File: config.mk
export PLATFORM = sky130hd
export DESIGN_NAME = cpu_top
export DESIGN_NICKNAME = d
export VERILOG_FILES = /design/src/rtl/rv_pkg.sv /design/src/rtl/pipe_if.sv /design/src/rtl/inst_decode.sv /design/src/rtl/reg_file.sv /design/src/rtl/execute.sv /design/src/rtl/result_stage.sv /design/src/rtl/cpu_top.sv
export SDC_FILE = /design/constraint.sdc
export NUM_CORES = 2
export LEC_CHECK = 0
export BUFFER_PORTS_ARGS = -buffer_cell sky130_fd_sc_hd__buf_4
export CORE_MARGIN = 2
export CORE_UTILIZATION = 64
export DETAILED_ROUTE_END_ITERATION = 7
export PLACE_DENSITY_LB_ADDON = 0.25
export SLEW_MARGIN = 20
export SYNTH_ARGS = -nofsm -noshare
export SYNTH_HDL_FRONTEND = slang
export SYNTH_SLANG_ARGS = --single-unit
File: constraint.sdc
create_clock -name i_clk -period 7.9 [get_ports i_clk]
set_clock_uncertainty 0.1 [all_clocks]
set_input_delay 1.185 -clock i_clk [delete_from_list [all_inputs] [get_ports i_clk]]
set_output_delay 1.185 -clock i_clk [all_outputs]
set_load 0.05 [all_outputs]
File: src/rtl/rv_pkg.sv
/*
 * shared rv32i definitions: widths, opcode and funct codes,
 * alu operation and branch kind enums, ecall register index
 */
package rv_pkg;

    // --------------------------------------------------
    // widths
    // --------------------------------------------------
    localparam int XLEN   = 32;
    localparam int REG_AW = 5;

    // ecall reports a0
    localparam logic [REG_AW-1:0] ECALL_REG = 5'd10;

    // --------------------------------------------------
    // opcodes
    // --------------------------------------------------
    localparam logic [6:0] OP_REG    = 7'b0110011;
    localparam logic [6:0] OP_IMM    = 7'b0010011;
    localparam logic [6:0] OP_LUI    = 7'b0110111;
    localparam logic [6:0] OP_BRANCH = 7'b1100011;
    localparam logic [6:0] OP_JAL    = 7'b1101111;
    localparam logic [6:0] OP_SYSTEM = 7'b1110011;

    // branch kinds
    localparam logic [2:0] F3_BEQ = 3'b000;
    localparam logic [2:0] F3_BNE = 3'b001;
    localparam logic [2:0] F3_BLT = 3'b100;
    localparam logic [2:0] F3_BGE = 3'b101;

    // alu kinds, register and immediate forms
    localparam logic [2:0] F3_ADD = 3'b000;
    localparam logic [2:0] F3_SLL = 3'b001;
    localparam logic [2:0] F3_SLT = 3'b010;
    localparam logic [2:0] F3_XOR = 3'b100;
    localparam logic [2:0] F3_SRL = 3'b101;
    localparam logic [2:0] F3_OR  = 3'b110;
    localparam logic [2:0] F3_AND = 3'b111;

    // funct7 that turns add into sub on register ops
    localparam logic [6:0] F7_SUB = 7'b0100000;

    // --------------------------------------------------
    // enums
    // --------------------------------------------------
    typedef enum logic [3:0] {
        ADD, SUB, AND, OR, XOR, SLT, SLL, SRL, PASS_B
    } alu_op_e;

    typedef enum logic [2:0] {
        NONE, BEQ, BNE, BLT, BGE, JAL
    } br_kind_e;

endpackage

File: src/rtl/pipe_if.sv
/*
 * pipeline interfaces: decode to execute, and execute to the
 * result stage with the forward path coming back
 */
`timescale 1ns/1ns

interface dec_exe_if #(
    parameter int PC_W = 10
);
    logic                        valid;
    logic [PC_W-1:0]             pc;
    logic [rv_pkg::REG_AW-1:0]   rd;
    logic [rv_pkg::REG_AW-1:0]   rs1;
    logic [rv_pkg::REG_AW-1:0]   rs2;
    logic [rv_pkg::XLEN-1:0]     imm;
    logic                        use_imm;
    rv_pkg::alu_op_e             alu_op;
    rv_pkg::br_kind_e            br_kind;
    logic                        reg_write;
    logic                        ecall;

    modport dec (
        output valid, pc, rd, rs1, rs2, imm, use_imm, alu_op, br_kind, reg_write, ecall
    );
    modport exe (
        input valid, pc, rd, rs1, rs2, imm, use_imm, alu_op, br_kind, reg_write, ecall
    );
endinterface

interface exe_res_if;
    logic                        valid;
    logic [rv_pkg::REG_AW-1:0]   rd;
    logic [rv_pkg::XLEN-1:0]     data;
    logic                        reg_write;
    logic                        ecall;

    // forward source, driven by the result stage
    logic                        fwd_valid;
    logic [rv_pkg::REG_AW-1:0]   fwd_rd;
    logic [rv_pkg::XLEN-1:0]     fwd_data;

    modport exe (output valid, rd, data, reg_write, ecall,
                 input  fwd_valid, fwd_rd, fwd_data);
    modport res (input  valid, rd, data, reg_write, ecall,
                 output fwd_valid, fwd_rd, fwd_data);
endinterface

File: src/rtl/inst_decode.sv
/*
 * run control FSM, program counter, instruction decoder and
 * the decode to execute pipeline register
 */
`timescale 1ns/1ns

module inst_decode #(
    parameter int PC_W = 10
) (
    input  logic                    i_clk,
    input  logic                    i_rst_n,
    input  logic                    i_start,
    input  logic [rv_pkg::XLEN-1:0] i_inst,
    input  logic                    i_redirect,
    input  logic [PC_W-1:0]         i_target,
    input  logic                    i_halt,
    output logic [PC_W-1:0]         o_pc,
    dec_exe_if.dec                  dec_exe
);

    typedef enum logic [1:0] {IDLE, RUN, HALT} state_e;

    state_e state, state_nxt;

    // instruction fields
    logic [6:0]                opcode;
    logic [2:0]                funct3;
    logic [6:0]                funct7;
    logic [rv_pkg::XLEN-1:0]   imm_i, imm_u, imm_b, imm_j;

    // decoded controls
    logic [rv_pkg::XLEN-1:0]   imm;
    logic [rv_pkg::REG_AW-1:0] rs1;
    logic                      use_imm;
    logic                      reg_write;
    logic                      ecall;
    rv_pkg::alu_op_e           alu_op;
    rv_pkg::br_kind_e          br_kind;

    // --------------------------------------------------
    // run control and program counter
    // --------------------------------------------------
    always_comb begin
        state_nxt = state;
        case (state)
            IDLE: begin
                if (i_start) state_nxt = RUN;
            end
            RUN: begin
                if (i_halt) state_nxt = HALT;
            end
            default: state_nxt = state;     // HALT holds until reset
        endcase
    end

    always_ff @(posedge i_clk or negedge i_rst_n) begin
        if (!i_rst_n) begin
            state <= IDLE;
            o_pc  <= '0;
        end else begin
            state <= state_nxt;
            if (state == RUN && !i_halt) begin
                // word index, branch targets already shifted
                o_pc <= i_redirect ? i_target : o_pc + 1'b1;
            end
        end
    end

    // --------------------------------------------------
    // decoder
    // --------------------------------------------------
    assign opcode = i_inst[6:0];
    assign funct3 = i_inst[14:12];
    assign funct7 = i_inst[31:25];

    assign imm_i = {{20{i_inst[31]}}, i_inst[31:20]};
    assign imm_u = {i_inst[31:12], 12'd0};
    assign imm_b = {{20{i_inst[31]}}, i_inst[7], i_inst[30:25], i_inst[11:8], 1'b0};
    assign imm_j = {{12{i_inst[31]}}, i_inst[19:12], i_inst[20], i_inst[30:21], 1'b0};

    always_comb begin
        imm       = imm_i;
        rs1       = i_inst[19:15];
        use_imm   = 1'b0;
        reg_write = 1'b0;
        ecall     = 1'b0;
        br_kind   = rv_pkg::NONE;
        case (funct3)
            rv_pkg::F3_SLL: alu_op = rv_pkg::SLL;
            rv_pkg::F3_SLT: alu_op = rv_pkg::SLT;
            rv_pkg::F3_XOR: alu_op = rv_pkg::XOR;
            rv_pkg::F3_SRL: alu_op = rv_pkg::SRL;
            rv_pkg::F3_OR:  alu_op = rv_pkg::OR;
            rv_pkg::F3_AND: alu_op = rv_pkg::AND;
            default:        alu_op = rv_pkg::ADD;
        endcase

        case (opcode)
            rv_pkg::OP_REG: begin
                reg_write = 1'b1;
                if (funct3 == rv_pkg::F3_ADD && funct7 == rv_pkg::F7_SUB) alu_op = rv_pkg::SUB;
            end
            rv_pkg::OP_IMM: begin
                use_imm   = 1'b1;
                reg_write = 1'b1;
            end
            rv_pkg::OP_LUI: begin
                imm       = imm_u;
                use_imm   = 1'b1;
                reg_write = 1'b1;
                alu_op    = rv_pkg::PASS_B;
            end
            rv_pkg::OP_BRANCH: begin
                imm = imm_b;
                case (funct3)
                    rv_pkg::F3_BEQ: br_kind = rv_pkg::BEQ;
                    rv_pkg::F3_BNE: br_kind = rv_pkg::BNE;
                    rv_pkg::F3_BLT: br_kind = rv_pkg::BLT;
                    rv_pkg::F3_BGE: br_kind = rv_pkg::BGE;
                    default:        br_kind = rv_pkg::NONE;
                endcase
            end
            rv_pkg::OP_JAL: begin
                imm       = imm_j;
                reg_write = 1'b1;
                br_kind   = rv_pkg::JAL;
            end
            rv_pkg::OP_SYSTEM: begin
                // ecall reads a0 through the rs1 port
                ecall = (funct3 == 3'd0) && (i_inst[31:20] == 12'd0);
                rs1   = rv_pkg::ECALL_REG;
            end
            default: ;
        endcase
    end

    // --------------------------------------------------
    // decode to execute register
    // --------------------------------------------------
    always_ff @(posedge i_clk or negedge i_rst_n) begin
        if (!i_rst_n) begin
            dec_exe.valid <= 1'b0;
        end else begin
            // flush on taken branch, jal or ecall
            dec_exe.valid <= (state == RUN) && !i_redirect && !i_halt;
        end
    end

    always_ff @(posedge i_clk) begin
        dec_exe.pc        <= o_pc;
        dec_exe.rd        <= i_inst[11:7];
        dec_exe.rs1       <= rs1;
        dec_exe.rs2       <= i_inst[24:20];
        dec_exe.imm       <= imm;
        dec_exe.use_imm   <= use_imm;
        dec_exe.alu_op    <= alu_op;
        dec_exe.br_kind   <= br_kind;
        dec_exe.reg_write <= reg_write;
        dec_exe.ecall     <= ecall;
    end

endmodule

File: src/rtl/reg_file.sv
/*
 * 32 entry integer register file, two reads and one write
 */
`timescale 1ns/1ns

module reg_file (
    input  logic                      i_clk,
    input  logic                      i_rst_n,
    input  logic                      i_we,
    input  logic [rv_pkg::REG_AW-1:0] i_waddr,
    input  logic [rv_pkg::XLEN-1:0]   i_wdata,
    input  logic [rv_pkg::REG_AW-1:0] i_raddr1,
    input  logic [rv_pkg::REG_AW-1:0] i_raddr2,
    output logic [rv_pkg::XLEN-1:0]   o_rdata1,
    output logic [rv_pkg::XLEN-1:0]   o_rdata2
);

    localparam int NREG = 2 ** rv_pkg::REG_AW;

    logic [rv_pkg::XLEN-1:0] regs [NREG];

    always_ff @(posedge i_clk or negedge i_rst_n) begin
        if (!i_rst_n) begin
            for (int i = 0; i < NREG; i++) begin
                regs[i] <= '0;
            end
        end else if (i_we && i_waddr != '0) begin
            regs[i_waddr] <= i_wdata;
        end
    end

    // x0 reads zero
    assign o_rdata1 = (i_raddr1 == '0) ? '0 : regs[i_raddr1];
    assign o_rdata2 = (i_raddr2 == '0) ? '0 : regs[i_raddr2];

endmodule

File: src/rtl/execute.sv
/*
 * execute stage: operand select with forwarding, alu,
 * branch compare, jal link value and redirect, ecall halt
 */
`timescale 1ns/1ns

module execute #(
    parameter int PC_W = 10
) (
    dec_exe_if.exe                    dec_exe,
    exe_res_if.exe                    exe_res,
    output logic [rv_pkg::REG_AW-1:0] o_raddr1,
    output logic [rv_pkg::REG_AW-1:0] o_raddr2,
    input  logic [rv_pkg::XLEN-1:0]   i_rdata1,
    input  logic [rv_pkg::XLEN-1:0]   i_rdata2,
    output logic                      o_redirect,
    output logic [PC_W-1:0]           o_target,
    output logic                      o_halt
);

    localparam int XLEN    = rv_pkg::XLEN;
    localparam int SHAMT_W = $clog2(XLEN);

    logic            fwd_a, fwd_b;
    logic [XLEN-1:0] op_a, rs2_val, op_b;
    logic [XLEN-1:0] alu_res, link;
    logic [PC_W-1:0] pc_inc;
    logic            eq, lt, taken;

    // --------------------------------------------------
    // operands
    // --------------------------------------------------
    assign o_raddr1 = dec_exe.rs1;
    assign o_raddr2 = dec_exe.rs2;

    // result register is the only forward source
    assign fwd_a = exe_res.fwd_valid && (exe_res.fwd_rd == dec_exe.rs1)
                   && (dec_exe.rs1 != '0);
    assign fwd_b = exe_res.fwd_valid && (exe_res.fwd_rd == dec_exe.rs2)
                   && (dec_exe.rs2 != '0);

    assign op_a    = fwd_a ? exe_res.fwd_data : i_rdata1;
    assign rs2_val = fwd_b ? exe_res.fwd_data : i_rdata2;
    assign op_b    = dec_exe.use_imm ? dec_exe.imm : rs2_val;

    // --------------------------------------------------
    // alu
    // --------------------------------------------------
    always_comb begin
        case (dec_exe.alu_op)
            rv_pkg::ADD:    alu_res = op_a + op_b;
            rv_pkg::SUB:    alu_res = op_a - op_b;
            rv_pkg::AND:    alu_res = op_a & op_b;
            rv_pkg::OR:     alu_res = op_a | op_b;
            rv_pkg::XOR:    alu_res = op_a ^ op_b;
            rv_pkg::SLT:    alu_res = {{(XLEN-1){1'b0}}, ($signed(op_a) < $signed(op_b))};
            rv_pkg::SLL:    alu_res = op_a << op_b[SHAMT_W-1:0];
            rv_pkg::SRL:    alu_res = op_a >> op_b[SHAMT_W-1:0];
            rv_pkg::PASS_B: alu_res = op_b;
            default:        alu_res = op_a + op_b;
        endcase
    end

    // --------------------------------------------------
    // branches and jal
    // --------------------------------------------------
    assign eq = (op_a == rs2_val);
    assign lt = ($signed(op_a) < $signed(rs2_val));

    always_comb begin
        case (dec_exe.br_kind)
            rv_pkg::BEQ: taken = eq;
            rv_pkg::BNE: taken = !eq;
            rv_pkg::BLT: taken = lt;
            rv_pkg::BGE: taken = !lt;
            rv_pkg::JAL: taken = 1'b1;
            default:     taken = 1'b0;
        endcase
    end

    // pc is a word index, so the byte offset drops its low two bits
    assign o_target   = dec_exe.pc + dec_exe.imm[PC_W+1:2];
    assign o_redirect = dec_exe.valid && taken;
    assign o_halt     = dec_exe.valid && dec_exe.ecall;

    // link is the byte address of the next instruction
    assign pc_inc = dec_exe.pc + 1'b1;
    assign link   = {{(XLEN-PC_W-2){1'b0}}, pc_inc, 2'b00};

    // --------------------------------------------------
    // to result stage
    // --------------------------------------------------
    assign exe_res.valid     = dec_exe.valid;
    assign exe_res.rd        = dec_exe.rd;
    assign exe_res.reg_write = dec_exe.reg_write;
    assign exe_res.ecall     = dec_exe.ecall;

    always_comb begin
        if (dec_exe.ecall) begin
            exe_res.data = op_a;    // a0, forwarded if needed
        end else if (dec_exe.br_kind == rv_pkg::JAL) begin
            exe_res.data = link;
        end else begin
            exe_res.data = alu_res;
        end
    end

endmodule

File: src/rtl/result_stage.sv
/*
 * result register: register file write, forward source and
 * the registered ecall report
 */
`timescale 1ns/1ns

module result_stage (
    input  logic                      i_clk,
    input  logic                      i_rst_n,
    exe_res_if.res                    exe_res,
    output logic                      o_we,
    output logic [rv_pkg::REG_AW-1:0] o_waddr,
    output logic [rv_pkg::XLEN-1:0]   o_wdata,
    output logic                      o_ecall_valid,
    output logic [rv_pkg::XLEN-1:0]   o_ecall_data
);

    logic                      res_valid;
    logic                      res_reg_write;
    logic [rv_pkg::REG_AW-1:0] res_rd;
    logic [rv_pkg::XLEN-1:0]   res_data;

    always_ff @(posedge i_clk or negedge i_rst_n) begin
        if (!i_rst_n) begin
            res_valid     <= 1'b0;
            o_ecall_valid <= 1'b0;
        end else begin
            res_valid     <= exe_res.valid;
            // one cycle, execute is flushed behind the ecall
            o_ecall_valid <= exe_res.valid && exe_res.ecall;
        end
    end

    always_ff @(posedge i_clk) begin
        res_rd        <= exe_res.rd;
        res_data      <= exe_res.data;
        res_reg_write <= exe_res.reg_write;
        if (exe_res.valid && exe_res.ecall) begin
            o_ecall_data <= exe_res.data;
        end
    end

    // write port, written at the end of this cycle
    assign o_we    = res_valid && res_reg_write;
    assign o_waddr = res_rd;
    assign o_wdata = res_data;

    // forward source back to execute
    assign exe_res.fwd_valid = o_we;
    assign exe_res.fwd_rd    = res_rd;
    assign exe_res.fwd_data  = res_data;

endmodule

File: src/rtl/cpu_top.sv
/*
 * rv32i core top level: decode, register file, execute and
 * result stage joined by the pipeline interfaces
 */
`timescale 1ns/1ns

module cpu_top #(
    parameter int PC_W = 10
) (
    input  logic                    i_clk,
    input  logic                    i_rst_n,
    input  logic                    i_start,
    input  logic [rv_pkg::XLEN-1:0] i_inst,
    output logic [PC_W-1:0]         o_pc,
    output logic                    o_ecall_valid,
    output logic [rv_pkg::XLEN-1:0] o_ecall_data
);

    // redirect path from execute
    logic                      redirect;
    logic [PC_W-1:0]           target;
    logic                      halt;

    // register file ports
    logic [rv_pkg::REG_AW-1:0] raddr1, raddr2, waddr;
    logic [rv_pkg::XLEN-1:0]   rdata1, rdata2, wdata;
    logic                      we;

    dec_exe_if #(.PC_W(PC_W)) u_dec_exe ();
    exe_res_if                u_exe_res ();

    inst_decode #(.PC_W(PC_W)) u_inst_decode (
        .i_clk      (i_clk),
        .i_rst_n    (i_rst_n),
        .i_start    (i_start),
        .i_inst     (i_inst),
        .i_redirect (redirect),
        .i_target   (target),
        .i_halt     (halt),
        .o_pc       (o_pc),
        .dec_exe    (u_dec_exe.dec)
    );

    reg_file u_reg_file (
        .i_clk    (i_clk),
        .i_rst_n  (i_rst_n),
        .i_we     (we),
        .i_waddr  (waddr),
        .i_wdata  (wdata),
        .i_raddr1 (raddr1),
        .i_raddr2 (raddr2),
        .o_rdata1 (rdata1),
        .o_rdata2 (rdata2)
    );

    execute #(.PC_W(PC_W)) u_execute (
        .dec_exe    (u_dec_exe.exe),
        .exe_res    (u_exe_res.exe),
        .o_raddr1   (raddr1),
        .o_raddr2   (raddr2),
        .i_rdata1   (rdata1),
        .i_rdata2   (rdata2),
        .o_redirect (redirect),
        .o_target   (target),
        .o_halt     (halt)
    );

    result_stage u_result_stage (
        .i_clk         (i_clk),
        .i_rst_n       (i_rst_n),
        .exe_res       (u_exe_res.res),
        .o_we          (we),
        .o_waddr       (waddr),
        .o_wdata       (wdata),
        .o_ecall_valid (o_ecall_valid),
        .o_ecall_data  (o_ecall_data)
    );

endmodule

# Word level (Yosys, flattened, before mapping)
# Index checks and enable logic that the tools add are counted.
dict set report op_classes {
  add_sub_neg 5
  magnitude_cmp 6
  n_eq_ne 32
  shifts 2
  n_mux 30
  bitwise 6
  reduce_logical 30
}
# cell count
set op_table {}
lappend op_table {{bitwise mux 1024 bit} 1}
lappend op_table {{two-way mux 32 bit} 12}
lappend op_table {{binary-select mux 32 bit (select 5 bit)} 2}
lappend op_table {{case mux 32 bit (8 select lines)} 1}
lappend op_table {{demux 32 bit (select 5 bit)} 1}
lappend op_table {{case mux 31 bit (3 select lines)} 1}
lappend op_table {{less-than comparator 32 bit} 2}
lappend op_table {{adder 32 bit} 1}
lappend op_table {{AND 32 bit} 1}
lappend op_table {{equality test 32 bit} 1}
lappend op_table {{OR 32 bit} 1}
lappend op_table {{<< shifter 32 x 5 -> 32 bit} 1}
lappend op_table {{right shift 32 x 5 -> 32 bit} 1}
lappend op_table {{subtractor 32 bit} 1}
lappend op_table {{bitwise XOR 32 bit} 1}
lappend op_table {{equality test 7 x 6 -> 1 bit (second input constant)} 3}
lappend op_table {{equality test 7 bit (second input constant)} 3}
lappend op_table {{adder 10 x 1 -> 10 bit (second input constant)} 2}
lappend op_table {{equality test 3 bit (second input constant)} 6}
lappend op_table {{>= comparator 6 bit (second input constant)} 3}
lappend op_table {{NOT 5 -> 6 bit} 3}
lappend op_table {{case mux 3 bit (6 select lines)} 1}
lappend op_table {{equality test 4 x 3 -> 1 bit (second input constant)} 4}
lappend op_table {{nonzero test 5 bit} 3}
lappend op_table {{31 further kinds} 55}
dict set report word_totals {
  ff_bits 1176
  inputBits 35
  out_inout_bits 43
  wordCells 162
}

# Longest topological paths before layout
dict set report depth {
  word_depth 13
  depth_mapped 28
  ltp_nobuf 20
}

# Cells and area by module
# Synthesis repeated with hierarchy kept, for this count alone.
dict set report unflattened {
  cells_unflattened 6031
  area_unflattened_um2 71434.8
}
# mod instances cells_per_inst area_per_inst_um2 seq_area_each_um2
set by_module_without_submodules {}
lappend by_module_without_submodules {reg_file 1 3793 54493.5 25624.6}
lappend by_module_without_submodules {execute 1 1894 12245.5 0.0}
lappend by_module_without_submodules {inst_decode 1 232 2626.3 1666.6}
lappend by_module_without_submodules {result_stage 1 112 2069.5 1771.7}

# Least setup slack after synthesis
# No wires, ideal clock.
dict set report synth_timing {
  kind {register to register}
  from {register u_inst_decode.dec_exe.rs2[0]}
  to {register u_result_stage.o_ecall_data[30] (netlist bit) (data pin)}
  setup_time_ps 162
  arrival_ps 5791
  t_required_ps 7638
  path_slack_ps 1847
  stages_incl_launch_ff 25
  path_buffers 7
  synth_period_minus_slack_ps 6053
  cell_sequence {dfxtp_1 > buf_6 > buf_6 > buf_6 > buf_6 > buf_2 > buf_2 > mux4_2 > mux4_2 > a21oi_1 > o21ai_0 > mux2i_1 > ha_1 > clkbuf_1 > and3b_1 > a221o_1 > a21o_1 > a311oi_1 > o2111ai_1 > a21oi_1 > o21ai_0 > o22ai_1 > xnor2_1 > nand2_1 > a31oi_1}
}
dict set report synth_between {
  elab_chain_len 11
  word_cells_on_any_way 22
  classes_between {add/sub: 2; eq/ne: 1; shift: 2; mux: 9; bitwise: 4; reduce/logical: 4}
}
# element line_no
set synth_lines {}
lappend synth_lines {{start: declaration} pipe_if.sv:23} ;# output valid, pc, rd, rs1, rs2, imm, use_imm, alu_op, br_kind, reg_write, ecall
lappend synth_lines {{start signal: assignment} inst_decode.sv:153} ;# dec_exe.rs2 <= i_inst[24:20];
lappend synth_lines {{NOT 5 -> 6 bit (implied by the code)} reg_file.sv:34} ;# assign o_rdata2 = (i_raddr2 == '0) ? '0 : regs[i_raddr2];
lappend synth_lines {{binary-select mux 32 bit (select 5 bit)} reg_file.sv:34}
lappend synth_lines {{two-way mux 32 bit (implied by the code) (2 in series)} reg_file.sv:34}
lappend synth_lines {{two-way mux 32 bit} reg_file.sv:34}
lappend synth_lines {{two-way mux 32 bit (*)} execute.sv:43} ;# assign rs2_val = fwd_b ? exe_res.fwd_data : i_rdata2;
lappend synth_lines {{two-way mux 32 bit (*)} execute.sv:44} ;# assign op_b = dec_exe.use_imm ? dec_exe.imm : rs2_val;
lappend synth_lines {{adder 32 bit, or another cell as far along} {execute.sv:51, execute.sv:60}}
lappend synth_lines {{case mux 32 bit (8 select lines) (*)} execute.sv:50} ;# case (dec_exe.alu_op)
lappend synth_lines {{two-way mux 32 bit (*)} execute.sv:101} ;# end else if (dec_exe.br_kind == rv_pkg::JAL) begin
lappend synth_lines {{two-way mux 32 bit (*)} execute.sv:99} ;# if (dec_exe.ecall) begin
lappend synth_lines {{named net u_exe_res.data, one bit} pipe_if.sv:33} ;# logic [rv_pkg::XLEN-1:0] data;
lappend synth_lines {{end signal: assignment} result_stage.sv:39} ;# o_ecall_data <= exe_res.data;
lappend synth_lines {{end: declaration} result_stage.sv:15} ;# output logic [rv_pkg::XLEN-1:0] o_ecall_data
# Mark *: on every way through the listed nets, which the timed path passes. The rest lies on a longest branch. The select of a mux whose other input is x is not followed.
# A chain may end at the register's enable or synchronous reset.

# Final worst setup path
dict set report layout_timing {
  from {register u_inst_decode.dec_exe.rs1[1]}
  to {register u_result_stage.res_data, in the netlist u_result_stage.exe_res.fwd_data[9]}
}
dict set report layout_between {
  elab_chain_len 10
  word_cells_on_any_way 21
  classes_between {add/sub: 2; eq/ne: 1; shift: 2; mux: 8; bitwise: 4; reduce/logical: 4}
}
# element line_no
set layout_lines {}
lappend layout_lines {{start: declaration} pipe_if.sv:23}
lappend layout_lines {{NOT 5 -> 6 bit (implied by the code)} reg_file.sv:33} ;# assign o_rdata1 = (i_raddr1 == '0) ? '0 : regs[i_raddr1];
lappend layout_lines {{binary-select mux 32 bit (select 5 bit)} reg_file.sv:33}
lappend layout_lines {{two-way mux 32 bit (implied by the code) (2 in series)} reg_file.sv:33}
lappend layout_lines {{two-way mux 32 bit} reg_file.sv:33}
lappend layout_lines {{two-way mux 32 bit (*)} execute.sv:42} ;# assign op_a = fwd_a ? exe_res.fwd_data : i_rdata1;
lappend layout_lines {{adder 32 bit, or another cell as far along} {execute.sv:51, execute.sv:60}}
lappend layout_lines {{case mux 32 bit (8 select lines)} execute.sv:50}
lappend layout_lines {{two-way mux 32 bit} execute.sv:101}
lappend layout_lines {{two-way mux 32 bit (*)} execute.sv:99}
lappend layout_lines {{named net u_exe_res.data, one bit} pipe_if.sv:33}
lappend layout_lines {{end signal: assignment} result_stage.sv:36} ;# res_data <= exe_res.data;
lappend layout_lines {{end: declaration} result_stage.sv:21} ;# logic [rv_pkg::XLEN-1:0] res_data;
# Marks and branches as above.

==> results.json <==
{
  "outcome": "finished clean",
  "synthDistinctLibCells": 92,
  "hp-class": "flop to flop",
  "report.final.slew_viol_count": 0,
  "fp.dieArea_mm2": 0.111,
  "htree_num_levels": 4,
  "nets": 5605,
  "dr.pass1.iters": 6,
  "fmax_mhz": 135,
  "area_delta_synth_final_pct": 9.73,
  "maxSlewHeadroom": 0.175,
  "path_class": "flop to flop",
  "place_congestion": 1.08,
  "clock-sinks": 1176,
  "worst_pin_slew_ns": 1.24,
  "syn_nets": 5697,
  "critPathLaunchType": "flop",
  "min-delay-start": "u_inst_decode.dec_exe.rd[0]",
  "p_per_area_mw_per_mm2": 203,
  "synth.avg_cell_area_um2": 12.6,
  "postCtsHoldBufs": 0,
  "period_needed_ns": 7.42,
  "initial_utilization": 0.647,
  "detailed_place.area_mm2": 0.0716,
  "drv_cap": 0,
  "async_flop_share": 0.884,
  "syn_inst": 5519,
  "drcViolationCount": 0,
  "hpwl_mm": 167,
  "r2r-start": "u_inst_decode.dec_exe.rs1[1]",
  "yosys_warnings": 0,
  "routed_wl_mm": 258,
  "numCtsBuffers": 130,
  "drt-initial-drc-count": 7688,
  "numPortBuffers": 77,
  "tritoncts": "yes",
  "core_region_area_mm2": 0.107,
  "worstPathMaxFanout": 29,
  "finalPower_mw": 15.4,
  "synth_top_area_frac": 0.375,
  "synth_seq_cells": 1176,
  "clk_latency_ns": 0.78,
  "dr_total_vias": 53400,
  "via_per_inst": 7.70,
  "whs_path_depth": 0,
  "clockRootBuffer": "clkbuf_16",
  "antenna_found_initial": 9,
  "post-route-period-util": 0.940,
  "grt_use_total": 0.466,
  "die_h_um": 333,
  "timing.setup.tns_ns": 0,
  "reg2regPathDepth": 20,
  "seq_area_frac_synth": 0.419,
  "drtAntennaViolNets": 0,
  "io-pin-count": 78,
  "setup_ws_ns": 0.475,
  "finish.instance_area_mm2": 0.0761,
  "drive_above_1_share": 0.385,
  "synth_edf_count": 32,
  "leakage_nw": 34.9,
  "synth_top_flop_cell": "dfrtp_1",
  "end_kind": "flop",
  "postCtsSetupBuffers": 0,
  "r2r_end": "u_result_stage.exe_res.fwd_data[9]",
  "grt_max_degree": 176,
  "yosys-top-cells-area": "dfrtp_1 (38%), mux2_2 (17%), mux4_2 (14%)",
  "wl_per_cell_um": 37.2,
  "clk_pin_slew_ns": 0.06,
  "rrSetupSlack_ns": 0.48,
  "synth_top_cell_by_area": "dfrtp_1",
  "cts_resized": 0,
  "grt_overflow": 0,
  "place_ws_ns": 0.844,
  "dp.cells": 6696,
  "final_cells": 6933,
  "cts_max_path_buffers": 3,
  "required_ns": 8.44,
  "ir_worst_vdd_mv": 0.199,
  "rows": 120,
  "netlist_area_mm2": 0.0693,
  "setup_violations": 0,
  "finalHoldViolCount": 0,
  "grt_setup_unrepaired": "false",
  "arrival_ns": 7.97,
  "grt_first_pass_wirelength_mm": 374,
  "min_to": "u_result_stage.exe_res.fwd_rd[0]",
  "grt_pass1_vias": 52587,
  "dieWidth_um": 333
}
[logic make-up (layout without fill, tap and decap cells)]
| kind of cell | after synthesis | after routing | synth area share |
|---|---|---|---|
| mux | 1793 | 1793 | 0.359 |
| flops | 1176 | 1176 | 0.419 |
| simple gates | 721 | 721 | 0.0488 |
| xor+xnor | 63 | 63 | 0.00796 |
| other cells | 0 | 3 | 0 |
| compound gates | 929 | 929 | 0.0952 |
| fa+ha+maj | 143 | 143 | 0.0261 |
| buf+inv | 694 | 702 | 0.0435 |
[layer usage]
layer  share of wire  vias up  global-route usage
met5         0.00026        -                   0
met4           0.088       10               0.329
met3            0.14     1215               0.161
met2            0.42     4395               0.656
met1            0.35    26940               0.607
li1                -    20840                   -
[layout by cell type, fill, tap and decap left out, drive strengths merged, types with 31 or more instances in the layout]
master	n
o22a	31
clkbuf	189
a22oi	66
xnor2	46
nand4	43
nor2	182
dfrtp	1039
o21ai	136
dfxtp	105
inv	163
o21bai	32
buf	313
a21o	51
mux2i	284
edfxtp	32
a21oi	170
nor3	60
mux2	1063
nand3	53
mux4	446
o22ai	47
o221ai	63
nand2	239
a221oi	56
ha	140
[through the flow]
stage                     hold WS (ns)   util
after global routing             0.247  0.709
after global placement           0.214  0.668
after floorplan                  0.210      -
final                            0.236  0.710
after CTS                        0.243  0.709
after detailed placement         0.214  0.668
[flip-flops by register name, indices dropped and copies added (netlist names), 10 cells and up]
register and count:
u_inst_decode.dec_exe.imm 32, u_inst_decode.dec_exe.pc 10, u_inst_decode.o_pc 10, u_reg_file.regs 1024, u_result_stage.exe_res.fwd_data 32, u_result_stage.o_ecall_data 32
[critical path: stages, from the launching register on]
cell,delay (ns)
dfxtp_4,0.80
buf_4,0.47
mux4_2,0.55
a22oi_1,0.24
nand3_1,0.15
a32oi_1,0.82
inv_1,0.25
ha_1,0.45
or3b_2,0.51
a31oi_1,0.28
nand2b_1,0.14
a21oi_1,0.11
o21bai_1,0.19
a21oi_1,0.13
xnor2_1,0.15
a22oi_1,0.36
o211ai_1,0.18
a2111oi_0,0.86
buf_4,0.24
o21ai_1,0.09
buf_4,0.17
[Yosys cell counts (56+ instances only)]
cell type	number
mux2_2	1061
dfrtp_1	1039
mux4_2	441
clkbuf_1	382
mux2i_1	283
nand2_1	239
nor2_1	182
a21oi_1	169
inv_1	151
ha_1	140
o21ai_0	120
dfxtp_1	105
a22oi_1	66
o221ai_1	63
buf_2	61
nor3_1	59
a221oi_1	56
[worst max-delay path by stage]
stage | endpoint | slack (ns) | depth (start not counted) | from
2_1_floorplan | u_result_stage.o_ecall_data[30] | 1.85 | 24 | u_inst_decode.dec_exe.rs2[0]
3_3_place_gp | u_result_stage.exe_res.fwd_data[9] | 0.90 | 20 | u_inst_decode.dec_exe.rs1[1]
3_5_place_dp | u_result_stage.exe_res.fwd_data[9] | 0.84 | 20 | u_inst_decode.dec_exe.rs1[1]
4_1_cts | u_result_stage.exe_res.fwd_data[9] | 0.80 | 20 | u_inst_decode.dec_exe.rs1[1]
5_1_grt | u_result_stage.exe_res.fwd_data[9] | 0.56 | 20 | u_inst_decode.dec_exe.rs1[1]
6_report | u_result_stage.exe_res.fwd_data[9] | 0.48 | 20 | u_inst_decode.dec_exe.rs1[1]
[power by group]
group	internal, mW	switching (mW)
sequential	6.27	0.407
combinational	0.896	1.62
clock	3.59	2.65
total	10.8	4.67
[cell type report]
cell class              count  area, µm²
diodes                      3       7.51
well taps                1403       1760
clock buffers             189       3780
flip-flops and latches   1176      29100
clock inverters            43        574
fillers                  7221      31100
repair buffers            313       2680
multi-input cells        3649      37600
inverters                 157        589
No activity file was read; power rests on OpenSTA's default activity.
